==> config.mk <==
export PLATFORM = sky130hd
export DESIGN_NAME = frontend
export DESIGN_NICKNAME = d
export VERILOG_FILES = /design/src/logic/frontend_pkg.sv /design/src/logic/npc.sv /design/src/logic/fetch_unit.sv /design/src/logic/multi_channel_fifo.sv /design/src/logic/decoder.sv /design/src/logic/frontend.sv
export VERILOG_INCLUDE_DIRS = /design/src /design/src/logic
export SDC_FILE = /design/constraint.sdc
export NUM_CORES = 1
export LEC_CHECK = 0
export ABC_AREA = 1
export BUFFER_PORTS_ARGS = -buffer_cell sky130_fd_sc_hd__buf_2
export CAP_MARGIN = 25
export CELL_PAD_IN_SITES_DETAIL_PLACEMENT = 1
export CELL_PAD_IN_SITES_GLOBAL_PLACEMENT = 2
export CORE_MARGIN = 4
export CORE_UTILIZATION = 34
export DETAILED_ROUTE_END_ITERATION = 6
export GPL_ROUTABILITY_DRIVEN = 0
export GPL_TIMING_DRIVEN = 0
export HOLD_SLACK_MARGIN = 0.15
export PLACE_DENSITY_LB_ADDON = 0.1
export SYNTH_ARGS = -nofsm -noshare
export SYNTH_HDL_FRONTEND = slang
export SYNTH_SLANG_ARGS = --single-unit
==> constraint.sdc <==
create_clock -name clk -period 5.53 [get_ports clk]
set_clock_uncertainty 0.1 [all_clocks]
set_input_delay 1.106 -clock clk [delete_from_list [all_inputs] [get_ports clk]]
set_output_delay 1.106 -clock clk [all_outputs]
set_load 0.02 [all_outputs]
==> src/logic/frontend_consts.svh <==
`ifndef FRONTEND_CONSTS_SVH
`define FRONTEND_CONSTS_SVH

// first fetch address out of reset
`define FE_RESET_PC     32'h1c00_0000

// instruction queue entries, split over two banks
`define FE_QUEUE_DEPTH  8

// register usage classes
`define REG_TYPE_I      4'd0
`define REG_TYPE_RW     4'd1
`define REG_TYPE_RRW    4'd2
`define REG_TYPE_RR     4'd3
`define REG_TYPE_BL     4'd4
`define REG_TYPE_W      4'd5

`endif

==> src/logic/frontend_pkg.sv <==
package frontend_pkg;

    // fetch and instruction addresses
    typedef logic [31:0] addr_t;

    typedef logic [31:0] inst_word_t;

    // one fetch pair, lane 0 in the low half
    typedef logic [63:0] pair_t;

    typedef logic [4:0] reg_num_t;

    // one of the REG_TYPE codes
    typedef logic [3:0] reg_type_t;

    // fetch unit bus sequencing
    typedef enum logic [1:0] {
        IDLE,
        WAIT_RESP,
        HOLD,
        DROP
    } fetch_state_t;

endpackage

==> src/logic/npc.sv <==
`timescale 1ns/100ps
`include "frontend_consts.svh"

module npc (
    input  logic                clk,
    input  logic                rst_n_i,
    input  logic                stall_i,
    input  logic                flush_i,
    input  frontend_pkg::addr_t redirect_pc_i,
    output frontend_pkg::addr_t pc_o,
    output logic [1:0]          lane_mask_o
);
    import frontend_pkg::*;

    addr_t pc_q;
    addr_t pc_step;

    // next pair boundary, any odd-word offset is dropped
    assign pc_step = {pc_q[31:3] + 29'd1, 3'b000};

    always_ff @(posedge clk or negedge rst_n_i) begin
        if (!rst_n_i) begin
            pc_q <= `FE_RESET_PC;
        end else if (flush_i) begin
            // keep the word offset so lane 0 can be skipped
            pc_q <= {redirect_pc_i[31:2], 2'b00};
        end else if (!stall_i) begin
            pc_q <= pc_step;
        end
    end

    assign pc_o = pc_q;

    // upper lane always wanted, lower one only for an even-word pc
    assign lane_mask_o = {1'b1, ~pc_q[2]};

    // stepping and redirect both keep the pc word aligned
    assert property (@(posedge clk) disable iff (!rst_n_i)
        pc_o[1:0] == 2'b00);

endmodule

==> src/logic/fetch_unit.sv <==
`timescale 1ns/100ps

module fetch_unit (
    input  logic                     clk,
    input  logic                     rst_n_i,
    input  logic                     flush_i,
    input  frontend_pkg::addr_t      pc_i,
    input  logic [1:0]               lane_mask_i,
    input  logic                     bus_resp_valid_i,
    input  frontend_pkg::pair_t      bus_resp_data_i,
    input  logic                     queue_ready_i,
    output logic                     accept_o,
    output logic                     bus_req_valid_o,
    output frontend_pkg::addr_t      bus_req_addr_o,
    output frontend_pkg::inst_word_t word_o [2],
    output frontend_pkg::addr_t      pc_o [2],
    output logic [1:0]               write_num_o
);
    import frontend_pkg::*;

    fetch_state_t state_q;
    fetch_state_t state_d;
    addr_t        req_addr_q;
    logic [1:0]   mask_q;
    pair_t        pair_q;
    logic         holding;

    assign holding = (state_q == HOLD);

    // take a pc when idle, or when the held pair drains this cycle
    assign accept_o = !flush_i && ((state_q == IDLE) || (holding && queue_ready_i));

    always_comb begin
        state_d = state_q;
        case (state_q)
            IDLE: begin
                if (accept_o) begin
                    state_d = WAIT_RESP;
                end
            end
            WAIT_RESP: begin
                if (bus_resp_valid_i) begin
                    state_d = flush_i ? IDLE : HOLD;
                end else if (flush_i) begin
                    state_d = DROP;
                end
            end
            HOLD: begin
                if (flush_i) begin
                    state_d = IDLE;
                end else if (accept_o) begin
                    state_d = WAIT_RESP;
                end
            end
            DROP: begin
                // stale response still owed by the bus
                if (bus_resp_valid_i) begin
                    state_d = IDLE;
                end
            end
            default: begin
                state_d = IDLE;
            end
        endcase
    end

    always_ff @(posedge clk or negedge rst_n_i) begin
        if (!rst_n_i) begin
            state_q <= IDLE;
        end else begin
            state_q <= state_d;
        end
    end

    always_ff @(posedge clk) begin
        if (accept_o) begin
            req_addr_q <= {pc_i[31:3], 3'b000};
            mask_q     <= lane_mask_i;
        end
        if (state_q == WAIT_RESP && bus_resp_valid_i) begin
            pair_q <= bus_resp_data_i;
        end
    end

    assign bus_req_valid_o = (state_q == WAIT_RESP) || (state_q == DROP);
    assign bus_req_addr_o  = req_addr_q;

    // a lone upper word moves down to lane 0
    assign word_o[0] = mask_q[0] ? pair_q[31:0] : pair_q[63:32];
    assign word_o[1] = pair_q[63:32];
    assign pc_o[0]   = {req_addr_q[31:3], ~mask_q[0], 2'b00};
    assign pc_o[1]   = {req_addr_q[31:3], 3'b100};

    assign write_num_o = holding ? {mask_q[0] & mask_q[1], mask_q[0] ^ mask_q[1]} : 2'd0;

    // bus request is a level with a fixed address until answered
    assert property (@(posedge clk) disable iff (!rst_n_i)
        bus_req_valid_o && !bus_resp_valid_i |=> bus_req_valid_o && $stable(bus_req_addr_o));

endmodule

==> src/logic/multi_channel_fifo.sv <==
`timescale 1ns/100ps

module multi_channel_fifo #(
    parameter int DATA_WIDTH = 64,
    parameter int DEPTH      = 8
) (
    input  logic                  clk,
    input  logic                  rst_n_i,
    input  logic                  flush_i,
    input  logic [1:0]            write_num_i,
    input  logic [DATA_WIDTH-1:0] write_data_i [2],
    output logic                  write_ready_o,
    output logic [1:0]            read_valid_o,
    input  logic                  read_ready_i,
    input  logic [1:0]            read_num_i,
    output logic [DATA_WIDTH-1:0] read_data_o [2]
);
    localparam int PTR_W  = $clog2(DEPTH);
    localparam int CNT_W  = $clog2(DEPTH + 1);
    localparam int BANK_D = DEPTH / 2;

    logic [DATA_WIDTH-1:0] bank_mem [2][BANK_D];
    logic [PTR_W-1:0]      head_q;
    logic [PTR_W-1:0]      tail_q;
    logic [CNT_W-1:0]      count_q;
    logic [1:0]            wr_num;
    logic [1:0]            rd_num;
    logic [PTR_W-1:0]      wr_ptr [2];
    logic [PTR_W-1:0]      rd_ptr [2];

    // room for a full pair
    assign write_ready_o = (count_q <= CNT_W'(DEPTH - 2));

    assign wr_num = write_ready_o ? write_num_i : 2'd0;
    assign rd_num = read_ready_i ? read_num_i : 2'd0;

    assign wr_ptr[0] = tail_q;
    assign wr_ptr[1] = tail_q + PTR_W'(1);
    assign rd_ptr[0] = head_q;
    assign rd_ptr[1] = head_q + PTR_W'(1);

    // pointer bit 0 picks the bank, so neighbours never share one
    always_ff @(posedge clk) begin
        if (wr_num != 2'd0) begin
            bank_mem[wr_ptr[0][0]][wr_ptr[0][PTR_W-1:1]] <= write_data_i[0];
        end
        if (wr_num == 2'd2) begin
            bank_mem[wr_ptr[1][0]][wr_ptr[1][PTR_W-1:1]] <= write_data_i[1];
        end
    end

    assign read_data_o[0] = bank_mem[rd_ptr[0][0]][rd_ptr[0][PTR_W-1:1]];
    assign read_data_o[1] = bank_mem[rd_ptr[1][0]][rd_ptr[1][PTR_W-1:1]];

    assign read_valid_o = {count_q >= CNT_W'(2), count_q != '0};

    always_ff @(posedge clk or negedge rst_n_i) begin
        if (!rst_n_i) begin
            head_q  <= '0;
            tail_q  <= '0;
            count_q <= '0;
        end else if (flush_i) begin
            head_q  <= '0;
            tail_q  <= '0;
            count_q <= '0;
        end else begin
            head_q  <= head_q + PTR_W'(rd_num);
            tail_q  <= tail_q + PTR_W'(wr_num);
            count_q <= count_q + CNT_W'(wr_num) - CNT_W'(rd_num);
        end
    end

    assert property (@(posedge clk) disable iff (!rst_n_i)
        count_q <= CNT_W'(DEPTH));

    // backend must not take more than is shown valid
    assert property (@(posedge clk) disable iff (!rst_n_i)
        read_ready_i && !flush_i |-> CNT_W'(read_num_i) <= count_q);

endmodule

==> src/logic/decoder.sv <==
`timescale 1ns/100ps
`include "frontend_consts.svh"

module decoder (
    input  frontend_pkg::inst_word_t inst_i,
    output frontend_pkg::reg_type_t  reg_type_o,
    output frontend_pkg::reg_num_t   rj_o,
    output frontend_pkg::reg_num_t   rk_o,
    output frontend_pkg::reg_num_t   rd_o
);
    import frontend_pkg::*;

    logic [5:0] opcode;

    assign opcode = inst_i[31:26];

    // class from the major opcode
    always_comb begin
        case (opcode)
            6'h00:   reg_type_o = inst_i[25] ? `REG_TYPE_RRW : `REG_TYPE_RW;
            6'h15:   reg_type_o = `REG_TYPE_BL;
            6'h16:   reg_type_o = `REG_TYPE_RR;
            6'h17:   reg_type_o = `REG_TYPE_RR;
            6'h0a:   reg_type_o = `REG_TYPE_W;
            default: reg_type_o = `REG_TYPE_I;
        endcase
    end

    // unused fields read as r0
    always_comb begin
        case (reg_type_o)
            `REG_TYPE_RRW: begin
                rj_o = inst_i[9:5];
                rk_o = inst_i[14:10];
                rd_o = inst_i[4:0];
            end
            `REG_TYPE_RW: begin
                rj_o = inst_i[9:5];
                rk_o = '0;
                rd_o = inst_i[4:0];
            end
            `REG_TYPE_W: begin
                rj_o = '0;
                rk_o = '0;
                rd_o = inst_i[4:0];
            end
            `REG_TYPE_RR: begin
                // branch compares take rd as second source
                rj_o = inst_i[9:5];
                rk_o = inst_i[4:0];
                rd_o = '0;
            end
            `REG_TYPE_BL: begin
                rj_o = '0;
                rk_o = '0;
                rd_o = reg_num_t'(1);
            end
            default: begin
                rj_o = '0;
                rk_o = '0;
                rd_o = '0;
            end
        endcase
    end

endmodule

==> src/logic/frontend.sv <==
`timescale 1ns/100ps
`include "frontend_consts.svh"

module frontend (
    input  logic                     clk,
    input  logic                     rst_n_i,

    // memory bus
    output logic                     bus_req_valid_o,
    output frontend_pkg::addr_t      bus_req_addr_o,
    input  logic                     bus_resp_valid_i,
    input  frontend_pkg::pair_t      bus_resp_data_i,

    // issue side
    output logic [1:0]               inst_valid_o,
    output frontend_pkg::addr_t      inst_pc_o [2],
    output frontend_pkg::inst_word_t inst_word_o [2],
    output frontend_pkg::reg_type_t  inst_reg_type_o [2],
    output frontend_pkg::reg_num_t   inst_rj_o [2],
    output frontend_pkg::reg_num_t   inst_rk_o [2],
    output frontend_pkg::reg_num_t   inst_rd_o [2],
    input  logic [1:0]               issue_num_i,
    input  logic                     backend_stall_i,

    // redirect
    input  logic                     flush_i,
    input  frontend_pkg::addr_t      redirect_pc_i
);
    import frontend_pkg::*;

    // queue entry is pc over word
    localparam int QUEUE_WIDTH = $bits(addr_t) + $bits(inst_word_t);

    addr_t                  npc_pc;
    logic [1:0]             npc_lane_mask;
    logic                   fetch_accept;
    inst_word_t             fetch_word [2];
    addr_t                  fetch_pc [2];
    logic [1:0]             fetch_write_num;
    logic                   queue_ready;
    logic [QUEUE_WIDTH-1:0] queue_wdata [2];
    logic [QUEUE_WIDTH-1:0] queue_rdata [2];

    npc u_npc (
        .clk,
        .rst_n_i,
        .stall_i       (!fetch_accept),
        .flush_i,
        .redirect_pc_i,
        .pc_o          (npc_pc),
        .lane_mask_o   (npc_lane_mask)
    );

    fetch_unit u_fetch (
        .clk,
        .rst_n_i,
        .flush_i,
        .pc_i             (npc_pc),
        .lane_mask_i      (npc_lane_mask),
        .bus_resp_valid_i,
        .bus_resp_data_i,
        .queue_ready_i    (queue_ready),
        .accept_o         (fetch_accept),
        .bus_req_valid_o,
        .bus_req_addr_o,
        .word_o           (fetch_word),
        .pc_o             (fetch_pc),
        .write_num_o      (fetch_write_num)
    );

    multi_channel_fifo #(
        .DATA_WIDTH (QUEUE_WIDTH),
        .DEPTH      (`FE_QUEUE_DEPTH)
    ) u_queue (
        .clk,
        .rst_n_i,
        .flush_i,
        .write_num_i   (fetch_write_num),
        .write_data_i  (queue_wdata),
        .write_ready_o (queue_ready),
        .read_valid_o  (inst_valid_o),
        .read_ready_i  (!backend_stall_i),
        .read_num_i    (issue_num_i),
        .read_data_o   (queue_rdata)
    );

    for (genvar i = 0; i < 2; i++) begin : g_lane
        assign queue_wdata[i] = {fetch_pc[i], fetch_word[i]};
        assign inst_pc_o[i]   = queue_rdata[i][QUEUE_WIDTH-1:32];
        assign inst_word_o[i] = queue_rdata[i][31:0];

        decoder u_decoder (
            .inst_i     (inst_word_o[i]),
            .reg_type_o (inst_reg_type_o[i]),
            .rj_o       (inst_rj_o[i]),
            .rk_o       (inst_rk_o[i]),
            .rd_o       (inst_rd_o[i])
        );
    end

endmodule

==> metrics <==
outcome=complete, no violations; routed wire length per instance=just under 30 µm; unrepaired setup endpoints after global routing=no; area inside the core boundary=between 0.09 and 0.1 mm²; final clock period utilization by the worst path=0.973; largest net degree at the start of global routing=47; proportion of netlist area held by the largest area contributor=0.528; simple-gate share of the synthesized area=0.146; Congestion Overflow GR=0; peak ir drop on the vdd network=0.000255 V; library cell occupying the most area in the post-synthesis netlist=edfxtp_1; CTS root buf=clkbuf_16; number of global-route vias before repair=a little over 30000; CTS tree=yes; post-synthesis register bit count=about 630; worst slew slack as a fraction of its limit=0.232; cell area power density=421 mW/mm²; most used standard cell by instance count after synthesis=nand2_1; worst path arrival time=roughly 4.2 ns; Final Hold Viols=0; slowest cell on the critical path=a31oi_1; max-cap violations=0; async set or reset register ratio after synthesis=0.0665; worst slack, placed=0.579 ns; Highest Clock Rate=approximately 190 MHz; number of buffers created by CTS=a little under 80; critical path capture point type=primary output; final standard cell utilization of the core=0.406; post-synthesis cell area=0.0331 mm²; fraction of the mapped netlist area in compound gates=0.198; Detail Route Antenna Nets=0; final setup violating endpoints=0; summed negative setup slack over all endpoints=0 ns; Final min period=5.38 ns; leakage power=15.8 nW; Critical Path, Cell by Cell=ha_1 -> clkbuf_2 -> inv_2 -> buf_2 -> buf_4 -> buf_2 -> a21oi_1 -> a31oi_1 -> nand2_1 -> nand2_1 -> buf_2; worst min-delay path class=in -> async; fraction of final layout cells sized beyond drive strength 1=0.150; sequential area share after synthesis=0.565; layout-stage area growth over the synthesis result=18.7%; maximum net fanout on the critical path=10; cell mode on critical path=buf_2; type of the worst setup path=reg -> out; dominant combinational cell family by area after synthesis=compound AO/OA/AOI/OAI gates; number of synthesized flops with an enable pin=582; sort of element at the start of the critical path=flop; first-pass GRT wire length=roughly 230000 µm; Die Outline Area=0.102 mm²; vias=roughly 30000; hold slack=approximately 0.28 ns; ratio of routed vias to standard cells=between 5 and 6; total count of max-transition violations in the final report=0; drt initial violations=3267; # IOs=approximately 300; Req. time, crit path=approximately 4.3 ns; first-pass iteration count of the detailed router=5; sum of net half-perimeters after detailed placement=~110000 µm; number of buffers added on ports=roughly 290; post-synthesis average cell area=around 8.9 µm²; overall die height=between 300 and 400 µm; initial antenna violation count=2; number of standard cells after synthesis=3706; Worst Max-Slew Pin Slew=roughly 1.1 ns; Starting Density=0.342; list of most frequent post-synthesis cells=779 x nand2_1, 582 x edfxtp_1, 456 x o21ai_0; detailed-route wire length=~160000 µm; share of cell area taken by muxes after synthesis=0; number of buffers on the longest clock path=3; later-pin clock latency in the skew report=around 0.65 ns; fin worst setup slack=between 0.15 and 0.2 ns; total design power=0.0165 W; drc violations=0; Net count, final=4227; most area-consuming cells after synthesis=edfxtp_1 53%, nand2_1 8.8%, o21ai_0 6.9%, o21ai_1 4.6%, a21oi_1 4.2%; xor and xnor area share after synthesis=0.00549; total clock sinks=about 630; total track usage=0.305; stage delay of the slowest cell on the critical path=0.72 ns; Post-synth top flop=edfxtp_1; # Post-CTS Setup Buffers=0; die span in x=between 300 and 400 µm; post-CTS clock slew at the launch and capture registers of the worst setup and hold paths=around 0.060 ns; Synth Area in Adders=0.00658; count of yosys warnings during synthesis=0; post-synthesis cell type count=between 50 and 60; number of levels the H-tree was split into=3; # rows=114
==> flip-flops by register name, summed over array words and instances (netlist names) <==
name,flops
u_fetch.bus_req_addr_o,29
u_fetch.mask_q,1
u_fetch.pair_q,64
u_fetch.state_q,2
u_npc.pc_o,30
u_queue.bank_mem,496
u_queue.count_q,4
u_queue.head_q,3
u_queue.tail_q,3
==> cells by family (layout without fill, tap and decap cells) <==
group	after synthesis	after routing
buffers and inverters	611	1071
XOR/XNOR	19	19
adder cells (fa/ha/maj)	15	15
flip-flops	632	632
AO/OA/AOI/OAI	1234	1234
other	1	11
AND/OR/NAND/NOR	1194	1194
==> path summary, 6_finish.rpt <==
kind	start	endpoint	slack [ns]	cells past startpoint
worst max register to register	u_queue.count_q[3]$_DFF_PN0_	u_queue.bank_mem[1][50]$_DFFE_PP_	1.94	13
worst min-delay path	rst_n_i	u_npc.pc_o[23]$_DFFE_PN0P_	0.28	1
worst min register to register	u_npc.pc_o[31]$_DFFE_PN0P_	u_fetch.bus_req_addr_o[31]$_DFFE_PP_	0.35	0
max in group asynchronous	rst_n_i	u_npc.pc_o[26]$_DFFE_PN1P_	4.48	2
min in group clk	u_npc.pc_o[31]$_DFFE_PN0P_	u_fetch.bus_req_addr_o[31]$_DFFE_PP_	0.35	0
worst max-delay path	u_queue.head_q[0]$_DFF_PN0_	inst_rk_o[0]	0.15	11
==> stage by stage <==
step | cells | cell area, µm²
3_5_place_dp | 5304 | 36700
4_1_cts | 5449 | 39200
2_1_floorplan | 3714 | 33100
3_3_place_gp | 5281 | 36200
6_report | 5452 | 39200
5_1_grt | 5450 | 39200
==> where the power goes <==
part	switching [W]	internal, W	total [W]
logic	0.00359	0.00131	0.00490
clock network	0.00220	0.00296	0.00516
registers	0.000470	0.00601	0.00648
==> placed cells by master (no fill, tap or decap), drive strengths merged, types with 7 or more instances in the layout <==
master and count:
xor2 13, ha 11, a21oi 280, nor3 18, inv 340, clkbuf 211
clkinv 29, nand3 112, o22ai 7, dfrtp 39, edfxtp 582, buf 483
o21ai 760, conb 9, nand2 782, nor2 256, nand4 15, a31oi 97
dfxtp 8, o211ai 75
==> area by class of cell <==
| type | instances | area [µm²] |
|---|---|---|
| fill | 11300 | 57300 |
| sequential | 632 | 18700 |
| multi-input combinational | 2471 | 11900 |
| clock buffer | 103 | 2090 |
| timing repair buffer | 315 | 1960 |
| tap | 1276 | 1600 |
| buffer | 276 | 1350 |
| inverter | 335 | 1260 |
| clock inverter | 42 | 417 |
| antenna | 2 | 5.00 |
==> worst max-delay path, delay by kind of cell (launching register included) <==
kind | cells | cell delay [ns]
fa+ha+maj | 1 | 0.33
compound gates | 2 | 0.85
buf+inv | 6 | 1.59
flops | 1 | 0.51
simple gates | 2 | 0.22
==> layer usage <==
metal | track usage | up-vias | wire [µm]
met1 | 0.435 | 15200 | 70300
met2 | 0.463 | 1496 | 69400
met4 | 0.101 | 0 | 5480
met5 | 0 | - | 0
met3 | 0.0618 | 247 | 15100
li1 | - | 13700 | -
==> timing repair <==
item                       CTS  global route
gates resized for setup      1             3
hold buffers                 0             0
setup endpoints to repair    5             8
Note: power is estimated with default switching activity, not from simulation.
